### config.mk
export PLATFORM = sky130hd
export DESIGN_NAME = command_decoder
export DESIGN_NICKNAME = d
export VERILOG_FILES = /design/src/bus_pkg.sv /design/src/command_decoder.sv
export SDC_FILE = /design/constraint.sdc
export NUM_CORES = 1
export LEC_CHECK = 0
export BUFFER_PORTS_ARGS = -buffer_cell sky130_fd_sc_hd__buf_2
export CAP_MARGIN = 15
export CORE_MARGIN = 4
export CORE_UTILIZATION = 54
export CTS_CLUSTER_SIZE = 30
export DETAILED_ROUTE_END_ITERATION = 8
export PLACE_DENSITY_LB_ADDON = 0.05
export REMOVE_ABC_BUFFERS = 1
export SYNTH_ARGS = -nofsm -noshare
export SYNTH_HDL_FRONTEND = slang
export SYNTH_SLANG_ARGS = --single-unit
### constraint.sdc
create_clock -name clk -period 2.63 [get_ports clk]
set_input_delay 0.526 -clock clk [delete_from_list [all_inputs] [get_ports clk]]
set_output_delay 0.526 -clock clk [all_outputs]
set_load 0.05 [all_outputs]
### src/bus_pkg.sv
/*
 serial bus subsystem shared definitions
 bus widths, uart bit timing, frame timeout and the command word
 which is filled byte by byte and decoded by field
*/

package bus_pkg;

	localparam int ADDR_LEN      = 12;
	localparam int DATA_LEN      = 8;
	localparam int CLKS_PER_BIT  = 16;
	// 40 bit times of silence drops a partial frame
	localparam int FRAME_TIMEOUT = 40 * CLKS_PER_BIT;
	localparam int FRAME_BYTES   = 3;

	// counter widths
	localparam int TICK_W     = $clog2(CLKS_PER_BIT);
	localparam int TIMEOUT_W  = $clog2(FRAME_TIMEOUT + 1);
	localparam int BYTE_CNT_W = $clog2(FRAME_BYTES);
	localparam int ADDR_CNT_W = $clog2(ADDR_LEN);
	localparam int DATA_CNT_W = $clog2(DATA_LEN);
	localparam int BUS_CNT_W  = $clog2(ADDR_LEN + DATA_LEN);

	// bus master FSM encoding
	localparam logic [1:0] MST_IDLE  = 2'd0;
	localparam logic [1:0] MST_ADDR  = 2'd1;
	localparam logic [1:0] MST_WDATA = 2'd2;
	localparam logic [1:0] MST_RWAIT = 2'd3;

	// first byte received sits in the top byte
	typedef union packed {
		logic [FRAME_BYTES-1:0][DATA_LEN-1:0] bytes;
		struct packed {
			logic                write;
			logic [2:0]          reserved;
			logic [ADDR_LEN-1:0] addr;
			logic [DATA_LEN-1:0] data;
		} fields;
	} cmd_word_t;

endpackage
### src/command_decoder.sv
/*
 command decoder
 collects three uart bytes into a command word and strobes it out
 as a read or write, dropping partial frames after a silent gap
*/

module command_decoder (
	input  logic                          clk,
	input  logic                          reset,
	input  logic                          byte_valid,
	input  logic [bus_pkg::DATA_LEN-1:0]  byte_data,
	output logic                          cmd_valid,
	output logic                          cmd_write,
	output logic [bus_pkg::ADDR_LEN-1:0]  cmd_addr,
	output logic [bus_pkg::DATA_LEN-1:0]  cmd_data
);
	import bus_pkg::*;

	cmd_word_t             cmd_word;
	logic [BYTE_CNT_W-1:0] byte_cnt;
	logic [TIMEOUT_W-1:0]  idle_cnt;

	// frame alignment and timeout
	always_ff @(posedge clk) begin
		if (reset) begin
			byte_cnt  <= '0;
			idle_cnt  <= '0;
			cmd_valid <= 1'b0;
		end else begin
			cmd_valid <= 1'b0;
			if (byte_valid) begin
				idle_cnt <= '0;
				if (byte_cnt == BYTE_CNT_W'(FRAME_BYTES - 1)) begin
					byte_cnt  <= '0;
					cmd_valid <= 1'b1;
				end else begin
					byte_cnt <= byte_cnt + 1'b1;
				end
			end else if (byte_cnt != '0) begin
				// partial frame waiting for more bytes
				if (idle_cnt == TIMEOUT_W'(FRAME_TIMEOUT)) begin
					byte_cnt <= '0;
					idle_cnt <= '0;
				end else begin
					idle_cnt <= idle_cnt + 1'b1;
				end
			end
		end
	end

	// oldest byte ends up in the top slot
	always_ff @(posedge clk) begin
		if (byte_valid) begin
			cmd_word.bytes <= {cmd_word.bytes[FRAME_BYTES-2:0], byte_data};
		end
	end

	// decoded view, valid while cmd_valid is high
	assign cmd_write = cmd_word.fields.write;
	assign cmd_addr  = cmd_word.fields.addr;
	assign cmd_data  = cmd_word.fields.data;

endmodule

==> results.py <==
metrics = {
    "clock_tree": {
        "clk_latency_ps": 330,
        "htreeDepth": 2,
        "cts_root_buffer": "clkbuf_4",
        "clk_path_buf_depth": 2,
        "clkSinkCount": 34,
        "path_clk_slew_ps": 100,
        "cts_setup_buffers": 0,
        "cts_tree": "yes",
        "ctsResizeCount": 0,
        "hold_buffers": 0,
        "cts_made_buffers": 5,
    },
    "sta": {
        "fin_setup_tns_ps": 0,
        "period_share_pct": 71.00,
        "skew_ps": 6.787,
        "min_period_ps": 1867,
        "worst_pin_slew_ps": 585.8,
        "finalMaxSlewViolations": 0,
        "relSlewSlack_pct": 60.81,
        "hold_viol": 0,
        "setup_violations": 0,
        "rsz0062_at_grt": "no",
        "max_freq_mhz": 535.5,
    },
    "floorplan": {
        "fp-row-count": 17,
        "start_util_pct": 57.03,
        "core_mm2": 0.002233,
        "io_pins": 33,
        "die_h_um": 56.57,
        "fp.dieW_um": 56.57,
        "die-area_mm2": 0.003200,
    },
    "pwr": {
        "p_leak_nw": 0.5467,
        "power.density_mw_per_mm2": 671.2,
        "ir_drop_mv": 0.5160,
    },
    "synthesis": {
        "synth_top_cell_by_area": "edfxtp_1",
        "synth_seq_cells": 34,
        "yosysTopAreaCellShare_pct": 49.51,
        "yosysSeqAreaShare_pct": 69.94,
        "post_synth.cell_area_avg_um2": 14.00,
        "synth_cell_types": 24,
        "ys_warn_count": 0,
        "syn_area_mm2": 0.001274,
        "synth.area.top_cells": "edfxtp_1 (50%), dfxtp_1 (20%), a21oi_1 (3.5%)",
        "syn_inst": 91,
    },
    "worst_setup_path": {
        "worst_setup_path_end_kind": "flip-flop",
        "cp_data_arrival_time_ps": 2060,
        "worstPathRequired_ps": 2820,
        "crit_fanout": 10,
        "startpoint_type": "flip-flop",
        "critPathLaunch": "idle_cnt[0]$_SDFFE_PP0P_",
        "critical_path_class": "flip-flop to flip-flop",
        "rr_startpoint": "idle_cnt[0]$_SDFFE_PP0P_",
    },
    "grt": {
        "grtUsageTotal_pct": 16.21,
        "grt_start_max_net_pins": 25,
        "grt.overflow.total": 0,
        "first_global_vias": 905,
        "antenna_found_initial": 0,
        "grt_pass1_wl_um": 3870,
    },
    "routing": {
        "viasPerCell": 5.605,
        "drc": 0,
        "postRouteWirelength_um": 2342,
        "drtIter0Drc": 21,
        "drtPass1Iterations": 4,
        "wl_per_cell_um": 14.92,
        "antenna_left": 0,
        "vias": 880,
    },
    "cells_and_area": {
        "drive_gt1_share_pct": 33.33,
        "seq_area_um2": 890.9,
        "multiInputGateArea_um2": 354.1,
        "syn_to_final_growth_pct": 18.76,
        "nNetsFinal": 141,
        "diodes": 0,
        "utilization_pct": 67.73,
        "fillerInstances": 181,
    },
    "place": {
        "gp_congestion": 0.7784,
        "io_buffers": 32,
        "dpl.hpwl_um": 1719,
    },
    "hold_path": {
        "hold_class": "input port to flip-flop",
        "worstHoldStart": "byte_data[1]",
    },
    "run": {
        "maxCapViolCount": 0,
    },
    "status": {
        "status": "finished, final reports clean",
    },
}
[flip-flops by register name, summed over array words and instances (netlist names)]
name	cells
byte_cnt	2
cmd_valid	1
cmd_word	21
idle_cnt	10
[cells in the final DEF, fill, tap and decap left out]
| cell | count |
|---|---|
| o2111ai_1 | 1 |
| clkinv_1 | 1 |
| or4_1 | 4 |
| o311ai_0 | 2 |
| a21oi_1 | 9 |
| o31ai_1 | 4 |
| nor2_1 | 5 |
| nand3_1 | 1 |
| inv_1 | 5 |
| ha_1 | 2 |
| nand3b_1 | 2 |
| xor2_1 | 2 |
| clkbuf_4 | 5 |
| o21ai_0 | 5 |
| nand2_1 | 3 |
| o41ai_4 | 1 |
| xnor2_1 | 1 |
| clkinvlp_4 | 1 |
| buf_2 | 32 |
| clkinv_2 | 1 |
| edfxtp_1 | 21 |
| nor4b_1 | 1 |
| or3_1 | 3 |
| nand4_1 | 1 |
| or4b_4 | 1 |
| or2_2 | 1 |
| dfxtp_1 | 13 |
| o2111ai_2 | 1 |
[layer usage]
layer  global-route usage [%]  part of all wire [%]  wire (µm)
met3                    5.747                   7.2        169
met4                    7.797                   1.9         44
met2                    29.54                    54       1260
met1                    16.02                    37        869
met5                        0                     0          0
[per-stage QoR]
stage / total power, W / hold WS (ps) / setup WS, ps / std cells / instance area (µm²)
2_1_floorplan: 0.0007185 / 451.9 / 952.9 / 89 / 1264
3_3_place_gp: 0.0007546 / 423.9 / 836.0 / 149 / 1459
3_5_place_dp: 0.0007598 / 429.5 / 752.2 / 149 / 1459
4_1_cts: 0.001026 / 354.0 / 737.5 / 157 / 1513
5_1_grt: 0.001061 / 345.3 / 636.9 / 157 / 1513
6_report: 0.001015 / 369.8 / 762.7 / 157 / 1513
[cell families (layout without fill, tap and decap cells)]
| group | count (synthesis) | count (layout) | synth area share (%) |
|---|---|---|---|
| flops | 34 | 34 | 69.94 |
| fa+ha+maj | 2 | 2 | 1.964 |
| xor+xnor | 3 | 3 | 2.063 |
| compound gates | 23 | 23 | 13.26 |
| simple gates | 22 | 22 | 10.51 |
| buf+inv | 7 | 45 | 2.260 |
[worst max-delay path, stage by stage (launching register included)]
cell and delay (ps):
dfxtp_1 340, inv_1 90, ha_1 150, or4b_4 480, o41ai_4 580, a21oi_1 100
[where the power goes]
part	leakage (nW)	total [W]	internal, W	switching [W]
registers	0.311	0.000610	0.000596	0.0000140
logic	0.207	0.000136	0.0000282	0.000108
clock network	0.0286	0.000270	0.0000993	0.000170
[cell type report]
type / instances / share of cell area (%)
flip-flops and latches: 34 / 58.89
multi-input cells: 50 / 23.41
repair buffers: 32 / 10.59
clock buffers: 5 / 2.481
well taps: 28 / 2.316
inverters: 5 / 1.241
clock inverters: 3 / 1.075
[synthesized netlist by cell type, drive strengths merged]
| cell | n |
|---|---|
| nor2 | 5 |
| or4 | 4 |
| o31ai | 4 |
| nor4b | 1 |
| o41ai | 1 |
| nand2 | 3 |
| o21ai | 5 |
| or2 | 1 |
| nand3b | 2 |
| nand3 | 1 |
| xor2 | 2 |
| buf | 2 |
| or4b | 1 |
| inv | 5 |
| xnor2 | 1 |
| o311ai | 2 |
| or3 | 3 |
| dfxtp | 13 |
| ha | 2 |
| edfxtp | 21 |
| nand4 | 1 |
| o2111ai | 2 |
| a21oi | 9 |
[worst paths after layout]
path	cells past startpoint	end	slack, ps
worst max-delay path	5	idle_cnt[6]$_SDFFE_PP0P_	760
worst min-delay path	1	cmd_word[1]$_DFFE_PP_	370
worst max register to register	5	idle_cnt[6]$_SDFFE_PP0P_	760
worst min register to register	0	cmd_word[11]$_DFFE_PP_	450
(Power assumes the default switching activity.)
