## src/bus_pkg.sv

```systemverilog
/*
 serial bus subsystem shared definitions
 bus widths, uart bit timing, frame timeout and the command word
 which is filled byte by byte and decoded by field
*/

package bus_pkg;

	localparam int ADDR_LEN      = 12;
	localparam int DATA_LEN      = 8;
	localparam int CLKS_PER_BIT  = 16;
	// 40 bit times of silence drops a partial frame
	localparam int FRAME_TIMEOUT = 40 * CLKS_PER_BIT;
	localparam int FRAME_BYTES   = 3;

	// counter widths
	localparam int TICK_W     = $clog2(CLKS_PER_BIT);
	localparam int TIMEOUT_W  = $clog2(FRAME_TIMEOUT + 1);
	localparam int BYTE_CNT_W = $clog2(FRAME_BYTES);
	localparam int ADDR_CNT_W = $clog2(ADDR_LEN);
	localparam int DATA_CNT_W = $clog2(DATA_LEN);
	localparam int BUS_CNT_W  = $clog2(ADDR_LEN + DATA_LEN);

	// bus master FSM encoding
	localparam logic [1:0] MST_IDLE  = 2'd0;
	localparam logic [1:0] MST_ADDR  = 2'd1;
	localparam logic [1:0] MST_WDATA = 2'd2;
	localparam logic [1:0] MST_RWAIT = 2'd3;

	// first byte received sits in the top byte
	typedef union packed {
		logic [FRAME_BYTES-1:0][DATA_LEN-1:0] bytes;
		struct packed {
			logic                write;
			logic [2:0]          reserved;
			logic [ADDR_LEN-1:0] addr;
			logic [DATA_LEN-1:0] data;
		} fields;
	} cmd_word_t;

endpackage
```

## src/uart_rx.sv

```systemverilog
/*
 uart receiver
 synchronizes rx, finds the start edge, samples each bit mid-point
 and strobes the byte out once the stop bit checks high
*/

module uart_rx (
	input  logic                          clk,
	input  logic                          reset,
	input  logic                          rx,
	output logic                          byte_valid,
	output logic [bus_pkg::DATA_LEN-1:0]  byte_data
);
	import bus_pkg::*;

	logic                rx_meta;
	logic                rx_sync;
	logic                rx_prev;
	logic                busy;
	logic [TICK_W-1:0]   clk_cnt;
	// 0 start, 1..8 data, 9 stop
	logic [3:0]          bit_idx;
	logic [DATA_LEN-1:0] shift_reg;
	logic                sample_now;

	// start bit sampled at half a bit, the rest a full bit apart
	assign sample_now = (bit_idx == '0) ? (clk_cnt == TICK_W'(CLKS_PER_BIT / 2 - 1)) :
		(clk_cnt == TICK_W'(CLKS_PER_BIT - 1));

	always_ff @(posedge clk) begin
		if (reset) begin
			rx_meta    <= 1'b1;
			rx_sync    <= 1'b1;
			rx_prev    <= 1'b1;
			busy       <= 1'b0;
			clk_cnt    <= '0;
			bit_idx    <= '0;
			byte_valid <= 1'b0;
		end else begin
			rx_meta    <= rx;
			rx_sync    <= rx_meta;
			rx_prev    <= rx_sync;
			byte_valid <= 1'b0;
			if (!busy) begin
				// falling edge opens a frame
				if (rx_prev && !rx_sync) begin
					busy    <= 1'b1;
					clk_cnt <= '0;
					bit_idx <= '0;
				end
			end else if (sample_now) begin
				clk_cnt <= '0;
				if (bit_idx == '0 && rx_sync) begin
					// glitch, not a real start bit
					busy <= 1'b0;
				end else if (bit_idx == 4'(DATA_LEN + 1)) begin
					// low stop bit drops the byte
					byte_valid <= rx_sync;
					busy       <= 1'b0;
				end else begin
					bit_idx <= bit_idx + 1'b1;
				end
			end else begin
				clk_cnt <= clk_cnt + 1'b1;
			end
		end
	end

	// lsb arrives first so shift in from the top
	always_ff @(posedge clk) begin
		if (busy && sample_now && bit_idx != '0 && bit_idx != 4'(DATA_LEN + 1)) begin
			shift_reg <= {rx_sync, shift_reg[DATA_LEN-1:1]};
		end
	end

	assign byte_data = shift_reg;

endmodule

```

## config.mk

```make
export PLATFORM = sky130hd
export DESIGN_NAME = uart_rx
export DESIGN_NICKNAME = d
export VERILOG_FILES = /design/src/bus_pkg.sv /design/src/uart_rx.sv
export SDC_FILE = /design/constraint.sdc
export NUM_CORES = 1
export LEC_CHECK = 0
export BUFFER_PORTS_ARGS = -buffer_cell sky130_fd_sc_hd__buf_2
export CORE_UTILIZATION = 45
export DETAILED_ROUTE_END_ITERATION = 8
export PLACE_DENSITY = 0.7
export SYNTH_ARGS = -nofsm -noshare
export SYNTH_HDL_FRONTEND = slang
export SYNTH_SLANG_ARGS = --single-unit
```

## constraint.sdc

```tcl
create_clock -name clk -period 1.7 [get_ports clk]
set_input_delay 0.085 -clock clk [delete_from_list [all_inputs] [get_ports clk]]
set_output_delay 0.085 -clock clk [all_outputs]
set_load 0.005 [all_outputs]
```

==> impl_metrics.yaml, run 1 <==
outcome:
  run_status: "complete, no violations"
timing:
  final_hold_viol_count: 0
  setup_repair_after_global_routing_missed_its_margin: "true"
  fin_hold_ws_ps: 86.2
  period_share: 0.989
  clock_skew_ps: 1.43
  max_slew.worst_pin.slew_ps: 544
  setup_viol: 0
  fmax_ghz: 0.595
  worst_slew_margin_rel: 0.632
  final-max-slew-violation-count: 0
  period_minus_slack_ps: 1680
synth:
  ys.flop_type: "sky130_fd_sc_hd__dfxtp_1"
  synthCells: 85
  post_synth_num_cell_types: 29
  async_reset_ff_frac: 0
  ys_warn_count: 0
  synth_top_cells_by_area: "sky130_fd_sc_hd__dfxtp_1 28%, sky130_fd_sc_hd__edfxtp_1 26%, sky130_fd_sc_hd__ha_1 5.4%"
  synth-edff-count: 8
  post-synth-top-count-cell: "sky130_fd_sc_hd__dfxtp_1"
  yosys-top-cells-count: "13 x sky130_fd_sc_hd__dfxtp_1, 8 x sky130_fd_sc_hd__edfxtp_1, 7 x sky130_fd_sc_hd__nand2_1, 6 x sky130_fd_sc_hd__a21oi_1, 5 x sky130_fd_sc_hd__nand3b_1"
  synth_area_um2: 920
  ys_ff_latch: 21
  syn-mean-instance-area_um2: 10.8
  yosysSeqAreaShare: 0.544
  syn_nets: 92
  synth_top_area_share: 0.283
  netlist.top_cell.by_area: "sky130_fd_sc_hd__dfxtp_1"
drt:
  route.detailed.vias_per_inst: 5.57
  finalWirelength_um: 1770
  drt_iter0_drc: 24
  via_count: 719
  detail_route.first_pass.iterations: 5
  wl_per_cell_um: 13.7
  drt.antenna.violating_nets: 0
  remaining_drc_errors: 0
global_route:
  grt_pass1_vias: 649
  grt_first_pass_wirelength_um: 2910
  initial_antenna_violation_count: 0
  grt_max_degree: 14
  grt_usage: 0.201
  grt_overflow_total: 0
layout:
  final_layout_size_suffix_gt1_frac: 0.317
  finish.net_count: 112
  finish.cell_count_without_fillers: 129
  sequential_cell_area_um2: 502
  multi_input_comb_area_um2: 417
  fillerInstances: 151
  n_antenna_cell: 0
  area_growth_pct: 21.1
power_and_ir_drop:
  report.power.total_mw: 0.815
  total_leakage_power_nw: 0.406
  peakVddDrop_uv: 512
  p_per_area_nw_per_um2: 732
floorplanning:
  io_pins: 12
  total_die_area_um2: 2230
  core_um2: 1820
  die_h_um: 47.2
  chip_width_um: 47.2
  core_rows: 15
  initial_core_util: 0.505
setup_path:
  end_kind: "flop"
  worst_path_max_fanout: 3
  crit_required_ps: 1960
  worst_setup_path_start_kind: "flop"
  worstPathArrival_ps: 1940
  crit_type: "flop to flop"
placed_design:
  dp_cells: 123
  port-buffer-count: 11
  finalWeightedCongestion: 0.799
  detailedPlacementHpwl_um: 1200
cts:
  cts.reportedPaths.clkPinSlew_ps: 120
  total_clock_buffers_created_by_cts: 3
  clk-insertion-delay-late_ps: 310
  tritoncts: "yes"
  htreeDepth: 1
  cts.sinks: 21
  cts_max_path_buffers: 2
  cts.root.buffer_cell: "sky130_fd_sc_hd__clkbuf_4"
worst_hold_path:
  hp-class: "input port to flop"
job:
  maxCapViolations: 0
==> stage by stage <==
step | worst slack (ps) | utilization | area (um^2) | setup TNS, ps
finish | 18.0 | 0.612 | 1110 | 0
detailed placement | -13.9 | 0.574 | 1040 | -13.9
floorplan | 18.1 | - | 920 | 0
CTS | 4.46 | 0.603 | 1100 | 0
global route | -61.6 | 0.612 | 1110 | -206
global placement | 47.6 | 0.574 | 1040 | 0
==> final timing paths <==
check        cells past startpoint  slack (ps)                       to                    start
max                              6          20  bit_idx[0]$_SDFFE_PP0P_  bit_idx[0]$_SDFFE_PP0P_
min                              2          90  clk_cnt[0]$_SDFFE_PP0P_                    reset
min reg2reg                      1         430       rx_sync$_SDFF_PP1_       rx_meta$_SDFF_PP1_
max reg2reg                      6          20  bit_idx[0]$_SDFFE_PP0P_  bit_idx[0]$_SDFFE_PP0P_
==> cell type report <==
cell class              instances  share of cell area
flip-flops and latches         21               0.451
multi-input cells              58               0.374
repair buffers                 18               0.110
inverters                       3              0.0101
clock buffers                   3              0.0202
well taps                      25              0.0281
clock inverters                 1             0.00674
==> cell usage in the layout (no fill, tap or decap) <==
| cell | n |
|---|---|
| sky130_fd_sc_hd__a211oi_1 | 1 |
| sky130_fd_sc_hd__nand3b_1 | 5 |
| sky130_fd_sc_hd__mux2_4 | 1 |
| sky130_fd_sc_hd__a31oi_1 | 2 |
| sky130_fd_sc_hd__or2_2 | 3 |
| sky130_fd_sc_hd__nand2b_1 | 2 |
| sky130_fd_sc_hd__dfxtp_2 | 1 |
| sky130_fd_sc_hd__buf_2 | 11 |
| sky130_fd_sc_hd__o311ai_1 | 1 |
| sky130_fd_sc_hd__nor4b_1 | 1 |
| sky130_fd_sc_hd__nand4_1 | 3 |
| sky130_fd_sc_hd__buf_4 | 5 |
| sky130_fd_sc_hd__nand3_1 | 4 |
| sky130_fd_sc_hd__and3_2 | 1 |
| sky130_fd_sc_hd__o21ai_0 | 1 |
| sky130_fd_sc_hd__nor2_1 | 4 |
| sky130_fd_sc_hd__o31a_2 | 1 |
| sky130_fd_sc_hd__nand2_1 | 7 |
| sky130_fd_sc_hd__clkinvlp_4 | 1 |
| sky130_fd_sc_hd__dfxtp_1 | 12 |
| sky130_fd_sc_hd__edfxtp_1 | 8 |
| sky130_fd_sc_hd__o221ai_1 | 2 |
| sky130_fd_sc_hd__nor3b_4 | 1 |
| sky130_fd_sc_hd__dlygate4sd3_1 | 1 |
| sky130_fd_sc_hd__and2b_2 | 1 |
| sky130_fd_sc_hd__a21oi_1 | 6 |
| sky130_fd_sc_hd__mux2_2 | 1 |
| sky130_fd_sc_hd__buf_12 | 1 |
| sky130_fd_sc_hd__ha_4 | 1 |
| sky130_fd_sc_hd__or3_1 | 1 |
| sky130_fd_sc_hd__inv_1 | 2 |
| sky130_fd_sc_hd__nor2b_1 | 2 |
| sky130_fd_sc_hd__mux2i_1 | 1 |
| sky130_fd_sc_hd__o211ai_1 | 2 |
| sky130_fd_sc_hd__clkbuf_4 | 3 |
| sky130_fd_sc_hd__inv_2 | 1 |
| sky130_fd_sc_hd__ha_1 | 3 |
==> registers in the layout (all words and copies together) (netlist names) <==
name,cells
bit_idx,4
busy,1
byte_data,8
byte_valid,1
clk_cnt,4
rx_meta,1
rx_prev,1
rx_sync,1
==> critical path: stages (launching register included) <==
cell and delay [ps]:
sky130_fd_sc_hd__dfxtp_1 330, sky130_fd_sc_hd__inv_1 90, sky130_fd_sc_hd__ha_4 140, sky130_fd_sc_hd__nor3b_4 250, sky130_fd_sc_hd__mux2_4 350, sky130_fd_sc_hd__or3_1 350
sky130_fd_sc_hd__a21oi_1 120
==> where the power goes <==
part / leakage, nW / switching [mW] / internal, mW
combinational: 0.215 / 0.0173 / 0.0147
clock: 0.0139 / 0.163 / 0.0900
sequential: 0.178 / 0.00637 / 0.524
==> what timing repair did <==
action,4_1_cts,5_1_grt
buffers inserted,1,0
resized for setup,1,6
endpoints found under the hold margin,1,0
hold buffers,1,0
pin swaps,0,5
endpoints found under the setup margin,3,13
==> logic make-up (layout without fill, tap and decap cells) <==
kind of cell / after synthesis / count (layout) / synth area share
multiplexers: 3 / 3 / 0.0395
AND/OR/NAND/NOR: 35 / 35 / 0.222
flip-flops: 21 / 21 / 0.544
AO/OA/AOI/OAI: 16 / 16 / 0.116
buffers and inverters: 6 / 25 / 0.0245
adder cells (fa/ha/maj): 4 / 4 / 0.0544
==> layer usage <==
metal / part of all wire / track usage / routed length (um) / vias to the layer above
li1: - / - / - / 352
met1: 0.47 / 0.268 / 825 / 346
met2: 0.48 / 0.286 / 844 / 15
met3: 0.028 / 0.0577 / 49 / 6
met4: 0.030 / 0.120 / 53 / 0
met5: 0 / 0 / 0 / -
Note: power is estimated with default switching activity, not from simulation.
==> inputs of run 2 (changes only) <==
--- a/config.mk
+++ b/config.mk
@@ -6,6 +6,7 @@
 export NUM_CORES = 1
 export LEC_CHECK = 0
 export BUFFER_PORTS_ARGS = -buffer_cell sky130_fd_sc_hd__buf_2
+export CORE_MARGIN = 2
 export CORE_UTILIZATION = 45
 export DETAILED_ROUTE_END_ITERATION = 8
 export PLACE_DENSITY = 0.7
==> impl_metrics.yaml, run 2 (synthesized netlist as in run 1, its figures left out) <==
placed_design:
  post_dp_cell_area_um2: 1030
  dp_cells: 125
  port-buffer-count: 11
  detailedPlacementHpwl_um: 1190
  finalWeightedCongestion: 0.837
  preCtsSetupSlack_ps: -38.9
job:
  maxCapViolations: 0
drt:
  route.detailed.vias_per_inst: 5.52
  finalWirelength_um: 1760
  via_count: 734
  wl_per_cell_um: 13.2
  detail_route.first_pass.iterations: 4
  drt_iter0_drc: 26
  remaining_drc_errors: 0
  drt.antenna.violating_nets: 0
cts:
  clk-insertion-delay-late_ps: 310
  tritoncts: "yes"
  cts.reportedPaths.clkPinSlew_ps: 120
  cts_max_path_buffers: 2
  cts.root.buffer_cell: "sky130_fd_sc_hd__clkbuf_4"
  cts.sinks: 21
  total_clock_buffers_created_by_cts: 3
  htreeDepth: 1
setup_path:
  crit_required_ps: 1960
  worst_path_max_fanout: 5
  reg2reg_setup_slack_ps: 20
  crit-reg2reg-capture: "bit_idx[0]$_SDFFE_PP0P_"
  crit_chain: "inv_2, ha_4, nor3b_4, mux2_4, or3_1, a21oi_2"
  path_buf_inv: 1
  worst_setup_path_start_kind: "flop"
  critPathSlowestCell: "sky130_fd_sc_hd__or3_1"
  end_kind: "flop"
  r2r-start: "bit_idx[1]$_SDFFE_PP0P_"
  depth_of_the_worst_register_to_register_path: 6
  cpPeakStageDelay_ps: 370
  cp_top_family: "simple AND/OR/NAND/NOR gates"
  worstPathArrival_ps: 1940
  crit_type: "flop to flop"
power_and_ir_drop:
  peakVddDrop_uv: 605
  p_per_area_nw_per_um2: 719
  total_leakage_power_nw: 0.407
  report.power.total_mw: 0.809
layout:
  largest_register_ff_count: 8
  sequential_cell_area_um2: 503
  most-common-layout-cells: "11 x sky130_fd_sc_hd__dfxtp_1, 11 x sky130_fd_sc_hd__buf_2, 8 x sky130_fd_sc_hd__edfxtp_1, 8 x sky130_fd_sc_hd__buf_4, 7 x sky130_fd_sc_hd__nand2_1"
  multi_input_comb_area_um2: 423
  area_growth_pct: 22.4
  n_antenna_cell: 0
  fillerInstances: 168
  finish.cell_count_without_fillers: 133
  layout.cell_area.non_filler_um2: 1130
  final_layout_size_suffix_gt1_frac: 0.358
  finish.net_count: 114
global_route:
  grt_usage: 0.154
  grt_overflow_total: 0
  grt_first_pass_wirelength_um: 2820
  gr_met2_demand_resource: 0.248
  grt_max_degree: 17
  busiest_layer: "met2"
  grt_pass1_vias: 648
  initial_antenna_violation_count: 0
  grt.met3_usage: 0.0276
  use_met1: 0.187
timing:
  fin_hold_ws_ps: 82.4
  finalWorstSetupSlack_ps: 22.0
  period_minus_slack_ps: 1680
  clock_skew_ps: 1.50
  fmax_ghz: 0.596
  period_share: 0.987
  final_hold_viol_count: 0
  setup_repair_after_global_routing_missed_its_margin: "true"
  worst_slew_margin_rel: 0.612
  max_slew.worst_pin.slew_ps: 573
  setup_viol: 0
  final-max-slew-violation-count: 0
floorplanning:
  io_pins: 12
  core_rows: 16
  chip_width_um: 49.2
  total_die_area_um2: 2420
  die_h_um: 49.2
  initial_core_util: 0.474
  core_um2: 1940
worst_hold_path:
  hold_start: "reset"
  worstHoldEndpoint: "bit_idx[0]$_SDFFE_PP0P_"
  worstHoldPathCells: 2
  hp-class: "input port to flop"
outcome:
  run_status: "complete, no violations"
run 2: final cells by class:
type                       instances  share of cell area
inverter                           3              0.0100
clock inverter                     1             0.00667
clock buffer                       3              0.0200
sequential                        21               0.447
tap                               27              0.0300
timing repair buffer              20               0.111
multi-input combinational         58               0.376
run 2: timing repair:
action,in CTS,in global routing
hold endpoints to repair,1,0
endpoints found under the setup margin,4,11
hold buffers,1,0
pin swaps,2,3
gates resized for setup,6,4
buffers inserted,1,2
run 2: layer usage:
metal  share of wire  routed length, um
met1            0.45                799
met2            0.45                793
met3           0.057                101
met4           0.036                 63
met5               0                  0
run 2: power by group:
part	leakage [nW]	internal, mW	total, mW	switching (mW)
logic	0.215	0.0138	0.0329	0.0192
clock network	0.0139	0.0899	0.248	0.158
registers	0.178	0.524	0.528	0.00384
total	0.407	0.628	0.809	0.181
run 2: worst max path at each step:
stage	from	to	slack (ps)	cells after the start
2_1_floorplan	bit_idx[0]$_SDFFE_PP0P_	bit_idx[0]$_SDFFE_PP0P_	20	6
3_3_place_gp	bit_idx[1]$_SDFFE_PP0P_	bit_idx[0]$_SDFFE_PP0P_	20	6
3_5_place_dp	bit_idx[1]$_SDFFE_PP0P_	bit_idx[0]$_SDFFE_PP0P_	-40	6
4_1_cts	bit_idx[1]$_SDFFE_PP0P_	bit_idx[0]$_SDFFE_PP0P_	20	6
5_1_grt	bit_idx[1]$_SDFFE_PP0P_	bit_idx[0]$_SDFFE_PP0P_	-90	6
6_report	bit_idx[1]$_SDFFE_PP0P_	bit_idx[0]$_SDFFE_PP0P_	20	6
run 2: stage by stage:
| stage | utilization | TNS [ps] |
|---|---|---|
| 2_1_floorplan | - | 0 |
| 3_3_place_gp | 0.533 | 0 |
| 3_5_place_dp | 0.533 | -71.3 |
| 4_1_cts | 0.568 | 0 |
| 5_1_grt | 0.580 | -152 |
| 6_report | 0.580 | 0 |
