===== config.mk =====
export PLATFORM = sky130hd
export DESIGN_NAME = uart_tx
export DESIGN_NICKNAME = d
export VERILOG_FILES = /design/src/bus_pkg.sv /design/src/uart_tx.sv
export SDC_FILE = /design/constraint.sdc
export NUM_CORES = 1
export LEC_CHECK = 0
export ABC_AREA = 0
export BUFFER_PORTS_ARGS = -buffer_cell sky130_fd_sc_hd__buf_2
export CAP_MARGIN = 20
export CORE_MARGIN = 5
export CORE_UTILIZATION = 53
export CTS_CLUSTER_SIZE = 16
export DETAILED_ROUTE_END_ITERATION = 7
export MAX_ROUTING_LAYER = met4
export PLACE_DENSITY_LB_ADDON = 0.08
export SKIP_LAST_GASP = 1
export SLEW_MARGIN = 25
export SYNTH_ARGS = -nofsm -noshare
export SYNTH_HDL_FRONTEND = slang
export SYNTH_SLANG_ARGS = --single-unit
export TNS_END_PERCENT = 10

===== constraint.sdc =====
create_clock -name clk -period 2.1 [get_ports clk]
set_input_delay 0.42 -clock clk [delete_from_list [all_inputs] [get_ports clk]]
set_output_delay 0.42 -clock clk [all_outputs]
set_load 0.01 [all_outputs]

===== src/bus_pkg.sv =====
/*
 serial bus subsystem shared definitions
 bus widths, uart bit timing, frame timeout and the command word
 which is filled byte by byte and decoded by field
*/

package bus_pkg;

	localparam int ADDR_LEN      = 12;
	localparam int DATA_LEN      = 8;
	localparam int CLKS_PER_BIT  = 16;
	// 40 bit times of silence drops a partial frame
	localparam int FRAME_TIMEOUT = 40 * CLKS_PER_BIT;
	localparam int FRAME_BYTES   = 3;

	// counter widths
	localparam int TICK_W     = $clog2(CLKS_PER_BIT);
	localparam int TIMEOUT_W  = $clog2(FRAME_TIMEOUT + 1);
	localparam int BYTE_CNT_W = $clog2(FRAME_BYTES);
	localparam int ADDR_CNT_W = $clog2(ADDR_LEN);
	localparam int DATA_CNT_W = $clog2(DATA_LEN);
	localparam int BUS_CNT_W  = $clog2(ADDR_LEN + DATA_LEN);

	// bus master FSM encoding
	localparam logic [1:0] MST_IDLE  = 2'd0;
	localparam logic [1:0] MST_ADDR  = 2'd1;
	localparam logic [1:0] MST_WDATA = 2'd2;
	localparam logic [1:0] MST_RWAIT = 2'd3;

	// first byte received sits in the top byte
	typedef union packed {
		logic [FRAME_BYTES-1:0][DATA_LEN-1:0] bytes;
		struct packed {
			logic                write;
			logic [2:0]          reserved;
			logic [ADDR_LEN-1:0] addr;
			logic [DATA_LEN-1:0] data;
		} fields;
	} cmd_word_t;

endpackage

===== src/uart_tx.sv =====
/*
 uart transmitter
 sends each read byte as start bit, eight data bits lsb first
 and a stop bit
*/

module uart_tx (
	input  logic                          clk,
	input  logic                          reset,
	input  logic                          rd_valid,
	input  logic [bus_pkg::DATA_LEN-1:0]  rd_data,
	output logic                          tx
);
	import bus_pkg::*;

	logic                busy;
	logic [TICK_W-1:0]   clk_cnt;
	logic [3:0]          bit_cnt;
	logic [DATA_LEN+1:0] frame;

	always_ff @(posedge clk) begin
		if (reset) begin
			busy    <= 1'b0;
			clk_cnt <= '0;
			bit_cnt <= '0;
		end else if (!busy) begin
			// new byte only taken while the line is idle
			if (rd_valid) begin
				busy    <= 1'b1;
				clk_cnt <= '0;
				bit_cnt <= '0;
			end
		end else if (clk_cnt == TICK_W'(CLKS_PER_BIT - 1)) begin
			clk_cnt <= '0;
			if (bit_cnt == 4'(DATA_LEN + 1)) begin
				busy <= 1'b0;
			end else begin
				bit_cnt <= bit_cnt + 1'b1;
			end
		end else begin
			clk_cnt <= clk_cnt + 1'b1;
		end
	end

	// stop, data, start from top to bottom
	always_ff @(posedge clk) begin
		if (!busy && rd_valid) begin
			frame <= {1'b1, rd_data, 1'b0};
		end else if (busy && clk_cnt == TICK_W'(CLKS_PER_BIT - 1)) begin
			frame <= {1'b1, frame[DATA_LEN+1:1]};
		end
	end

	assign tx = busy ? frame[0] : 1'b1;

endmodule


==> results of run 1 <==
critical path: cells and delay by family, from the launching register on:
family | cells | cell delay [ns]
and+or+nand+nor | 2 | 0.77
AOI/OAI and AO/OA | 2 | 0.28
DFF | 1 | 0.39
adders and majority gates | 1 | 0.25
stage by stage:
step | power [mW] | utilization | setup slack (ns) | cell area (um^2) | hold slack [ns]
6_report | 0.603 | 0.610 | 0.352 | 918 | 0.410
5_1_grt | 0.638 | 0.610 | 0.221 | 918 | 0.393
4_1_cts | 0.610 | 0.610 | 0.350 | 918 | 0.407
3_5_place_dp | 0.440 | 0.592 | 0.370 | 892 | 0.443
3_3_place_gp | 0.438 | 0.592 | 0.415 | 892 | 0.437
2_1_floorplan | 0.422 | - | 0.615 | 841 | 0.431
power groups by stage:
stage | logic (mW) | registers, mW | clock network [mW]
floorplan | 0.0297 | 0.392 | 0
global placement | 0.0412 | 0.397 | 0
detailed placement | 0.0428 | 0.397 | 0
CTS | 0.0430 | 0.389 | 0.178
global route | 0.0483 | 0.391 | 0.199
finish | 0.0427 | 0.389 | 0.171
state kept, by name, summed over array words and instances, names as in the netlist:
name and flops:
bit_cnt 4, busy 1, clk_cnt 4, frame 9
cells in the final DEF, fill, tap and decap left out, types with 2 or more instances in the layout:
master / count
sky130_fd_sc_hd__nor3_1: 2
sky130_fd_sc_hd__clkbuf_4: 3
sky130_fd_sc_hd__dfxtp_1: 10
sky130_fd_sc_hd__inv_1: 2
sky130_fd_sc_hd__a22o_1: 7
sky130_fd_sc_hd__nor2_1: 3
sky130_fd_sc_hd__ha_1: 3
sky130_fd_sc_hd__a21oi_1: 9
sky130_fd_sc_hd__edfxtp_1: 8
sky130_fd_sc_hd__nand2_1: 10
sky130_fd_sc_hd__nand3_1: 6
sky130_fd_sc_hd__or2_2: 2
sky130_fd_sc_hd__buf_2: 11
sky130_fd_sc_hd__nand2b_1: 3
per-layer routing:
layer	vias to the layer above	GRT usage	routed length [um]
met5	-	-	0
met2	7	0.208	683
met4	0	0.0742	19
met1	293	0.178	799
li1	331	-	-
met3	4	0.0392	44
layout make-up:
cell class	instances	area [um^2]
Fill cell	133	588
Clock buffer	3	22.5
Tap cell	16	20.0
Sequential cell	18	440
Inverter	2	7.51
Multi-Input combinational cell	59	369
Timing Repair Buffer	11	55.1
Clock inverter	1	3.75
worst paths after layout:
kind	end	slack (ns)
setup / recovery	bit_cnt[0]$_SDFFE_PP0P_	0.35
hold reg to reg	frame[0]$_SDFFE_PP0P_	0.45
setup reg to reg	bit_cnt[0]$_SDFFE_PP0P_	0.35
hold / removal	frame[8]$_DFFE_PP_	0.41
cells by family after synthesis:
kind of cell / count (synthesis) / share of synthesized area
AOI/OAI and AO/OA: 22 / 0.183
and+or+nand+nor: 34 / 0.211
adders and majority gates: 3 / 0.0446
DFF: 18 / 0.524
buffers and inverters: 6 / 0.0372
==> impl_metrics.yaml, run 1 <==
timing:
  fin_skew_ns: 0.00411
  max_freq_ghz: 0.572
  report.final.setup_viol: 0
  rsz0062_at_grt: "no"
  number_of_max_slew_violations_in_the_final_report: 0
  post-route-period-util: 0.832
  fin_tns_setup_ns: 0
  finalCriticalPeriod_ns: 1.75
  tightest_slew_ns: 0.645
  finalHoldViolations: 0
  relSlewSlack: 0.569
placed_design:
  hpwlAfterDp_um: 1090
  gp_congestion: 0.843
  port-buffer-count: 11
  place.detailed.instances: 106
global_route:
  antenna_found_initial: 0
  wire_length_of_the_first_global_routing_pass_um: 2640
  grt_max_degree: 14
  grt_pass1_vias: 617
  grtUsageTotal: 0.142
  grt-ovfl-total: 0
yosys:
  top_area_cell_type_share_of_the_netlist_area: 0.286
  syn-instance-count: 83
  synth_ff_type: "sky130_fd_sc_hd__dfxtp_1"
  synth_largest_area_cell: "sky130_fd_sc_hd__edfxtp_1"
  synth.top_cells.by_count: "sky130_fd_sc_hd__dfxtp_1, sky130_fd_sc_hd__nand2_1, sky130_fd_sc_hd__a21oi_1"
  synth.cell_area_um2: 841
  synth_cell_types: 30
  synthesized_nets: 97
  synth_seq_area_share: 0.524
  synthArstFlopShare: 0
  synth-edff-count: 8
  yosys_register_bits: 18
  synthTopCellsByArea: "sky130_fd_sc_hd__edfxtp_1, sky130_fd_sc_hd__dfxtp_1, sky130_fd_sc_hd__a22o_1"
  synth-warning-count: 0
  postSynthAreaPerCell_um2: 10.1
worst_hold_path:
  hp-class: "input pin to flop"
  timing.hold.worst.start: "rd_data[7]"
  hold_critical_path_depth: 3
power:
  power.share.combinational: 0.071
  power.share.switching: 0.225
  power_per_cell_area_nw_per_um2: 657
  net-switching-power_mw: 0.135
  power_frac_seq: 0.645
  intPower_mw: 0.468
  share_clk_of_total_power: 0.284
  irDropWorstVdd_uv: 450
  leakagePower_nw: 0.340
detailed_routing:
  detail_route.vias_per_cell: 5.77
  number_of_detailed_route_iterations_in_the_first_pass: 3
  drt_iter0_drc: 4
  antenna_violating_nets_post_route: 0
  wl_um: 1550
  post_drt_wl_per_cell_um: 14.0
  overall_via_count_from_detail_route: 635
  drc: 0
flow_run:
  maxCapViolations: 0
floorplanning:
  core.rowCount: 14
  start_util: 0.558
  io_pins: 12
  die_width_um: 49.8
  chipHeight_um: 49.8
  die-area_um2: 2480
  area_of_the_core_region_um2: 1510
setup_path:
  timing.critical_path.required_ns: 2.33
  timing_worst_setup_path_type: "flop to flop"
  worstSetupEndpointType: "flop"
  critPathArrivalTime_ns: 1.98
  r2r_start: "clk_cnt[0]$_SDFFE_PP0P_"
  crit_start: "clk_cnt[0]$_SDFFE_PP0P_"
  critical_path.cell_chain: "ha_1 > and4_1 > o21ai_2 > or2_2 > a21oi_1"
  critical-path-slowest-cell: "sky130_fd_sc_hd__and4_1"
  cp_slowest_stage_delay_ns: 0.48
  reg2reg_depth: 5
  worst_setup_path_start_kind: "flop"
  crit_fanout: 10
clock_tree:
  clock_sink_count: 18
  cts-hold-fix-buffers: 0
  post_cts_resize_count: 0
  htree_levels: 1
  post-cts-setup-buffers: 0
  tritoncts.num_buffers: 3
  clock_tree.root_cell: "sky130_fd_sc_hd__clkbuf_4"
  cts_tree: "built"
  clk_path_buf_depth: 2
  clk-insertion-delay-late_ns: 0.29
  clkSlewWorstSetupHoldPaths_ns: 0.10
cells_and_area:
  finish.cell_count_without_fillers: 110
  fin_nets: 109
  num_antenna_cells: 0
  post_route_cells_drive_above_1_share: 0.191
  syn_to_final_growth_pct: 9.23
outcome:
  status: "finished clean"
No activity file was read; power rests on OpenSTA's default activity.
==> inputs of run 2 (changes only) <==
Clock period 2.1 ns to 1.8 ns, I/O delays scaled along.
==> impl_metrics.yaml, run 2 (same netlist as run 1, synthesis figures left out) <==
floorplanning:
  area_of_the_core_region_um2: 1510
  die_width_um: 49.8
  io_pins: 12
  chipHeight_um: 49.8
  start_util: 0.558
  die-area_um2: 2480
  core.rowCount: 14
cells_and_area:
  biggestRegsByFlops: "frame: 9 flops, bit_cnt: 4 flops, clk_cnt: 4 flops"
  fill_cells: 132
  num_antenna_cells: 0
  post_route_cells_drive_above_1_share: 0.216
  final_design_utilization: 0.625
  final_cell_mix: "sky130_fd_sc_hd__buf_2, sky130_fd_sc_hd__nand2_1, sky130_fd_sc_hd__dfxtp_1"
  syn_to_final_growth_pct: 11.9
  commonest_non_fill_non_tap_cell_in_the_layout: "sky130_fd_sc_hd__buf_2"
  fin_nets: 112
  largest_reg_flops: 9
  top_register: "frame"
clock_tree:
  cts-hold-fix-buffers: 0
  htree_levels: 1
  clk-insertion-delay-late_ns: 0.29
  tritoncts.num_buffers: 3
  clock_tree.root_cell: "sky130_fd_sc_hd__clkbuf_4"
  post-cts-setup-buffers: 0
  post_cts_resize_count: 0
  cts_tree: "built"
  clock_sink_count: 18
  clkSlewWorstSetupHoldPaths_ns: 0.10
  clk_path_buf_depth: 2
setup_path:
  timing.critical_path.required_ns: 2.03
  critical_path.n_buffers_inverters: 0
  crit_fanout: 6
  timing_worst_setup_path_type: "flop to flop"
  path_delay_family: "simple AND/OR/NAND/NOR gates"
  worst_setup_path_start_kind: "flop"
  cp_slowest_stage_delay_ns: 0.40
  critical-path-slowest-cell: "sky130_fd_sc_hd__dfxtp_1"
  critical_path.cell_chain: "ha_1 > and4_1 > nand2_2 > or3_1 > a21oi_1"
  worstSetupEndpointType: "flop"
  critPathArrivalTime_ns: 1.77
timing:
  report.final.setup_viol: 0
  tightest_slew_ns: 0.381
  finalHoldViolations: 0
  relSlewSlack: 0.745
  finalCriticalPeriod_ns: 1.54
  number_of_max_slew_violations_in_the_final_report: 0
  max_freq_ghz: 0.649
  fin_tns_setup_ns: 0
  post-route-period-util: 0.857
  fin_skew_ns: 0.00130
  rsz0062_at_grt: "no"
placed_design:
  port-buffer-count: 11
  hpwlAfterDp_um: 1060
  gp_congestion: 0.819
global_route:
  grt-ovfl-total: 0
  antenna_found_initial: 0
  grtUsageTotal: 0.134
  grt_pass1_vias: 620
  grt_max_degree: 14
  wire_length_of_the_first_global_routing_pass_um: 2570
detailed_routing:
  wl_um: 1450
  antenna_violating_nets_post_route: 0
  drc: 0
  overall_via_count_from_detail_route: 663
  drt_iter0_drc: 8
  post_drt_wl_per_cell_um: 12.8
  detail_route.vias_per_cell: 5.87
  number_of_detailed_route_iterations_in_the_first_pass: 4
outcome:
  status: "finished clean"
power:
  power_per_cell_area_nw_per_um2: 755
  irDropWorstVdd_uv: 410
  leakagePower_nw: 0.354
  p_total_mw: 0.710
flow_run:
  maxCapViolations: 0
worst_hold_path:
  hp-class: "input pin to flop"
[run 2: cell types whose count changed in the layout (fill, tap and decap cells not counted)]
cell / change
sky130_fd_sc_hd__buf_4: +3
[run 2: cell type report]
cell class | instances | area, um^2 | area share
clock inverter | 1 | 3.75 | 0.00399
sequential | 18 | 440 | 0.468
multi-input combinational | 59 | 369 | 0.392
timing repair buffer | 14 | 77.6 | 0.0824
inverter | 2 | 7.51 | 0.00798
clock buffer | 3 | 22.5 | 0.0239
tap | 16 | 20.0 | 0.0213
[run 2: report_power, final]
part	switching [mW]	internal, mW
logic	0.0269	0.0238
clock network	0.125	0.0807
registers	0.0105	0.443
total	0.163	0.548
[run 2: final timing paths]
check,start,slack [ns],cells after the start,endpoint
worst min register to register,frame[0]$_SDFFE_PP0P_,0.46,2,frame[0]$_SDFFE_PP0P_
worst min-delay path,rd_data[7],0.33,3,frame[8]$_DFFE_PP_
worst max-delay path,clk_cnt[0]$_SDFFE_PP0P_,0.26,5,bit_cnt[2]$_SDFFE_PP0P_
worst max register to register,clk_cnt[0]$_SDFFE_PP0P_,0.26,5,bit_cnt[2]$_SDFFE_PP0P_
[run 2: metrics by stage]
| stage | cell area [um^2] | setup slack [ns] | instances | hold slack [ns] |
|---|---|---|---|---|
| after CTS | 941 | 0.264 | 113 | 0.330 |
| after detailed placement | 915 | 0.294 | 109 | 0.447 |
| after global placement | 915 | 0.317 | 109 | 0.440 |
| final | 941 | 0.258 | 113 | 0.328 |
| after global routing | 941 | 0.112 | 113 | 0.330 |
| after floorplan | 841 | 0.315 | 83 | 0.431 |
[run 2: metal layers]
layer / GRT usage / vias up / part of all wire
met1: 0.174 / 306 / 0.47
li1: - / 334 / -
met4: 0.0655 / 0 / 0.017
met5: - / - / 0
met3: 0.0392 / 4 / 0.057
met2: 0.189 / 19 / 0.46
[run 2: worst reg2reg max path, delay by kind of cell, from the launching register on]
family / cells / cell delay [ns]
and+or+nand+nor: 3 / 0.70
DFF: 1 / 0.40
AOI/OAI and AO/OA: 1 / 0.12
adders and majority gates: 1 / 0.27
==> inputs of run 3 (changes only) <==
Settings changed: RECOVER_POWER from default to 25.
==> impl_metrics.yaml, run 3 (same netlist as run 1, synthesis figures left out) <==
timing:
  max_freq_ghz: 0.649
  rsz0062_at_grt: "no"
  relSlewSlack: 0.745
  fin_skew_ns: 0.00210
  hold-worst-slack_ns: 0.328
  tightest_slew_ns: 0.382
  finalCriticalPeriod_ns: 1.54
  report.final.setup_viol: 0
  post-route-period-util: 0.856
  number_of_max_slew_violations_in_the_final_report: 0
  fin_ws_ns: 0.260
  fin_tns_setup_ns: 0
  finalHoldViolations: 0
placed_design:
  dpl_worst_slack_ns: 0.294
  hpwlAfterDp_um: 1060
  port-buffer-count: 11
  gp_congestion: 0.819
cells_and_area:
  fill_cells: 134
  largest_reg_flops: 9
  final_design_utilization: 0.622
  fin_nets: 112
  biggestRegsByFlops: "frame: 9 flops, bit_cnt: 4 flops, clk_cnt: 4 flops"
  post_route_cells_drive_above_1_share: 0.206
  commonest_non_fill_non_tap_cell_in_the_layout: "sky130_fd_sc_hd__buf_2"
  top_register: "frame"
  final_cell_mix: "sky130_fd_sc_hd__buf_2, sky130_fd_sc_hd__nand2_1, sky130_fd_sc_hd__dfxtp_1"
  syn_to_final_growth_pct: 11.5
  num_antenna_cells: 0
setup_path:
  critical_path.n_buffers_inverters: 0
  timing.critical_path.required_ns: 2.03
  critPathArrivalTime_ns: 1.77
  crit_fanout: 6
  critical-path-slowest-cell: "sky130_fd_sc_hd__dfxtp_1"
  cp_slowest_stage_delay_ns: 0.40
  critical_path.cell_chain: "ha_1 > and4_1 > nand2_2 > or3_1 > a21oi_1"
  reg2reg_slack_ns: 0.26
  timing_worst_setup_path_type: "flop to flop"
  worstSetupEndpointType: "flop"
  worst_setup_path_start_kind: "flop"
  path_delay_family: "simple AND/OR/NAND/NOR gates"
detailed_routing:
  antenna_violating_nets_post_route: 0
  detail_route.vias_per_cell: 5.86
  routedLengthMet1_um: 687
  dr_wl_met3_um: 78
  drc: 0
  number_of_detailed_route_iterations_in_the_first_pass: 4
  dr.max_layer_used: "met4"
  detailroute.wirelength.met2_um: 660
  wl_um: 1450
  post_drt_wl_per_cell_um: 12.8
  overall_via_count_from_detail_route: 662
  drt_iter0_drc: 8
clock_tree:
  post_cts_resize_count: 0
  post-cts-setup-buffers: 0
  clkSlewWorstSetupHoldPaths_ns: 0.10
  cts-hold-fix-buffers: 0
  htree_levels: 1
  clock_tree.root_cell: "sky130_fd_sc_hd__clkbuf_4"
  tritoncts.num_buffers: 3
  clk-insertion-delay-late_ns: 0.29
  cts_tree: "built"
  clk_path_buf_depth: 2
  clock_sink_count: 18
floorplanning:
  die-area_um2: 2480
  io_pins: 12
  die_width_um: 49.8
  area_of_the_core_region_um2: 1510
  start_util: 0.558
  chipHeight_um: 49.8
  core.rowCount: 14
global_route:
  grt_pass1_vias: 620
  grt-ovfl-total: 0
  wire_length_of_the_first_global_routing_pass_um: 2570
  grtUsageTotal: 0.134
  grt_max_degree: 14
  antenna_found_initial: 0
power:
  intPower_mw: 0.546
  power_frac_seq: 0.641
  leakagePower_nw: 0.350
  p_total_mw: 0.708
  power_per_cell_area_nw_per_um2: 756
  power.share.combinational: 0.070
  share_clk_of_total_power: 0.289
  irDropWorstVdd_uv: 405
  net-switching-power_mw: 0.162
  power.share.switching: 0.228
flow_run:
  maxCapViolations: 0
worst_hold_path:
  hp-class: "input pin to flop"
outcome:
  status: "finished clean"
[run 3: cell count changes in the layout (fill, tap and decap cells not counted), sizes merged]
cell | previous run | this run
clkbuf | 3 | 4
buf | 14 | 13
[run 3: final timing paths]
check / from / to / depth (start not counted)
worst max-delay path: clk_cnt[0]$_SDFFE_PP0P_ / bit_cnt[2]$_SDFFE_PP0P_ / 5
worst min-delay path: rd_data[7] / frame[8]$_DFFE_PP_ / 3
worst max register to register: clk_cnt[0]$_SDFFE_PP0P_ / bit_cnt[2]$_SDFFE_PP0P_ / 5
worst min register to register: frame[0]$_SDFFE_PP0P_ / frame[0]$_SDFFE_PP0P_ / 2
[run 3: worst register-to-register path, cell delays in order (launching register included)]
cell and delay, ns:
sky130_fd_sc_hd__dfxtp_1 0.40, sky130_fd_sc_hd__ha_1 0.27, sky130_fd_sc_hd__and4_1 0.29, sky130_fd_sc_hd__nand2_2 0.07
sky130_fd_sc_hd__or3_1 0.34, sky130_fd_sc_hd__a21oi_1 0.12
[run 3: power by group through the flow]
stage / registers [mW] / clock network, mW / logic, mW
after floorplan: 0.457 / 0 / 0.0346
after global placement: 0.463 / 0 / 0.0508
after detailed placement: 0.464 / 0 / 0.0514
after CTS: 0.454 / 0.210 / 0.0514
after global routing: 0.456 / 0.238 / 0.0557
final: 0.454 / 0.205 / 0.0494
[run 3: layer usage]
layer	global-route usage	up-vias
met2	0.189	17
met3	0.0392	4
met5	-	-
li1	-	334
met4	0.0655	0
met1	0.174	307
[run 3: per-stage QoR]
| step | cells | area [um^2] |
|---|---|---|
| 5_1_grt | 113 | 937 |
| 3_3_place_gp | 109 | 915 |
| 4_1_cts | 113 | 941 |
| 3_5_place_dp | 109 | 915 |
| 2_1_floorplan | 83 | 841 |
| 6_report | 113 | 937 |
[run 3: layout make-up]
cell class	count	area [um^2]	area share
clock inverters	1	3.75	0.00401
well taps	16	20.0	0.0214
clock buffers	3	22.5	0.0240
multi-input cells	59	369	0.394
inverters	2	7.51	0.00801
repair buffers	14	73.8	0.0788
flip-flops and latches	18	440	0.470
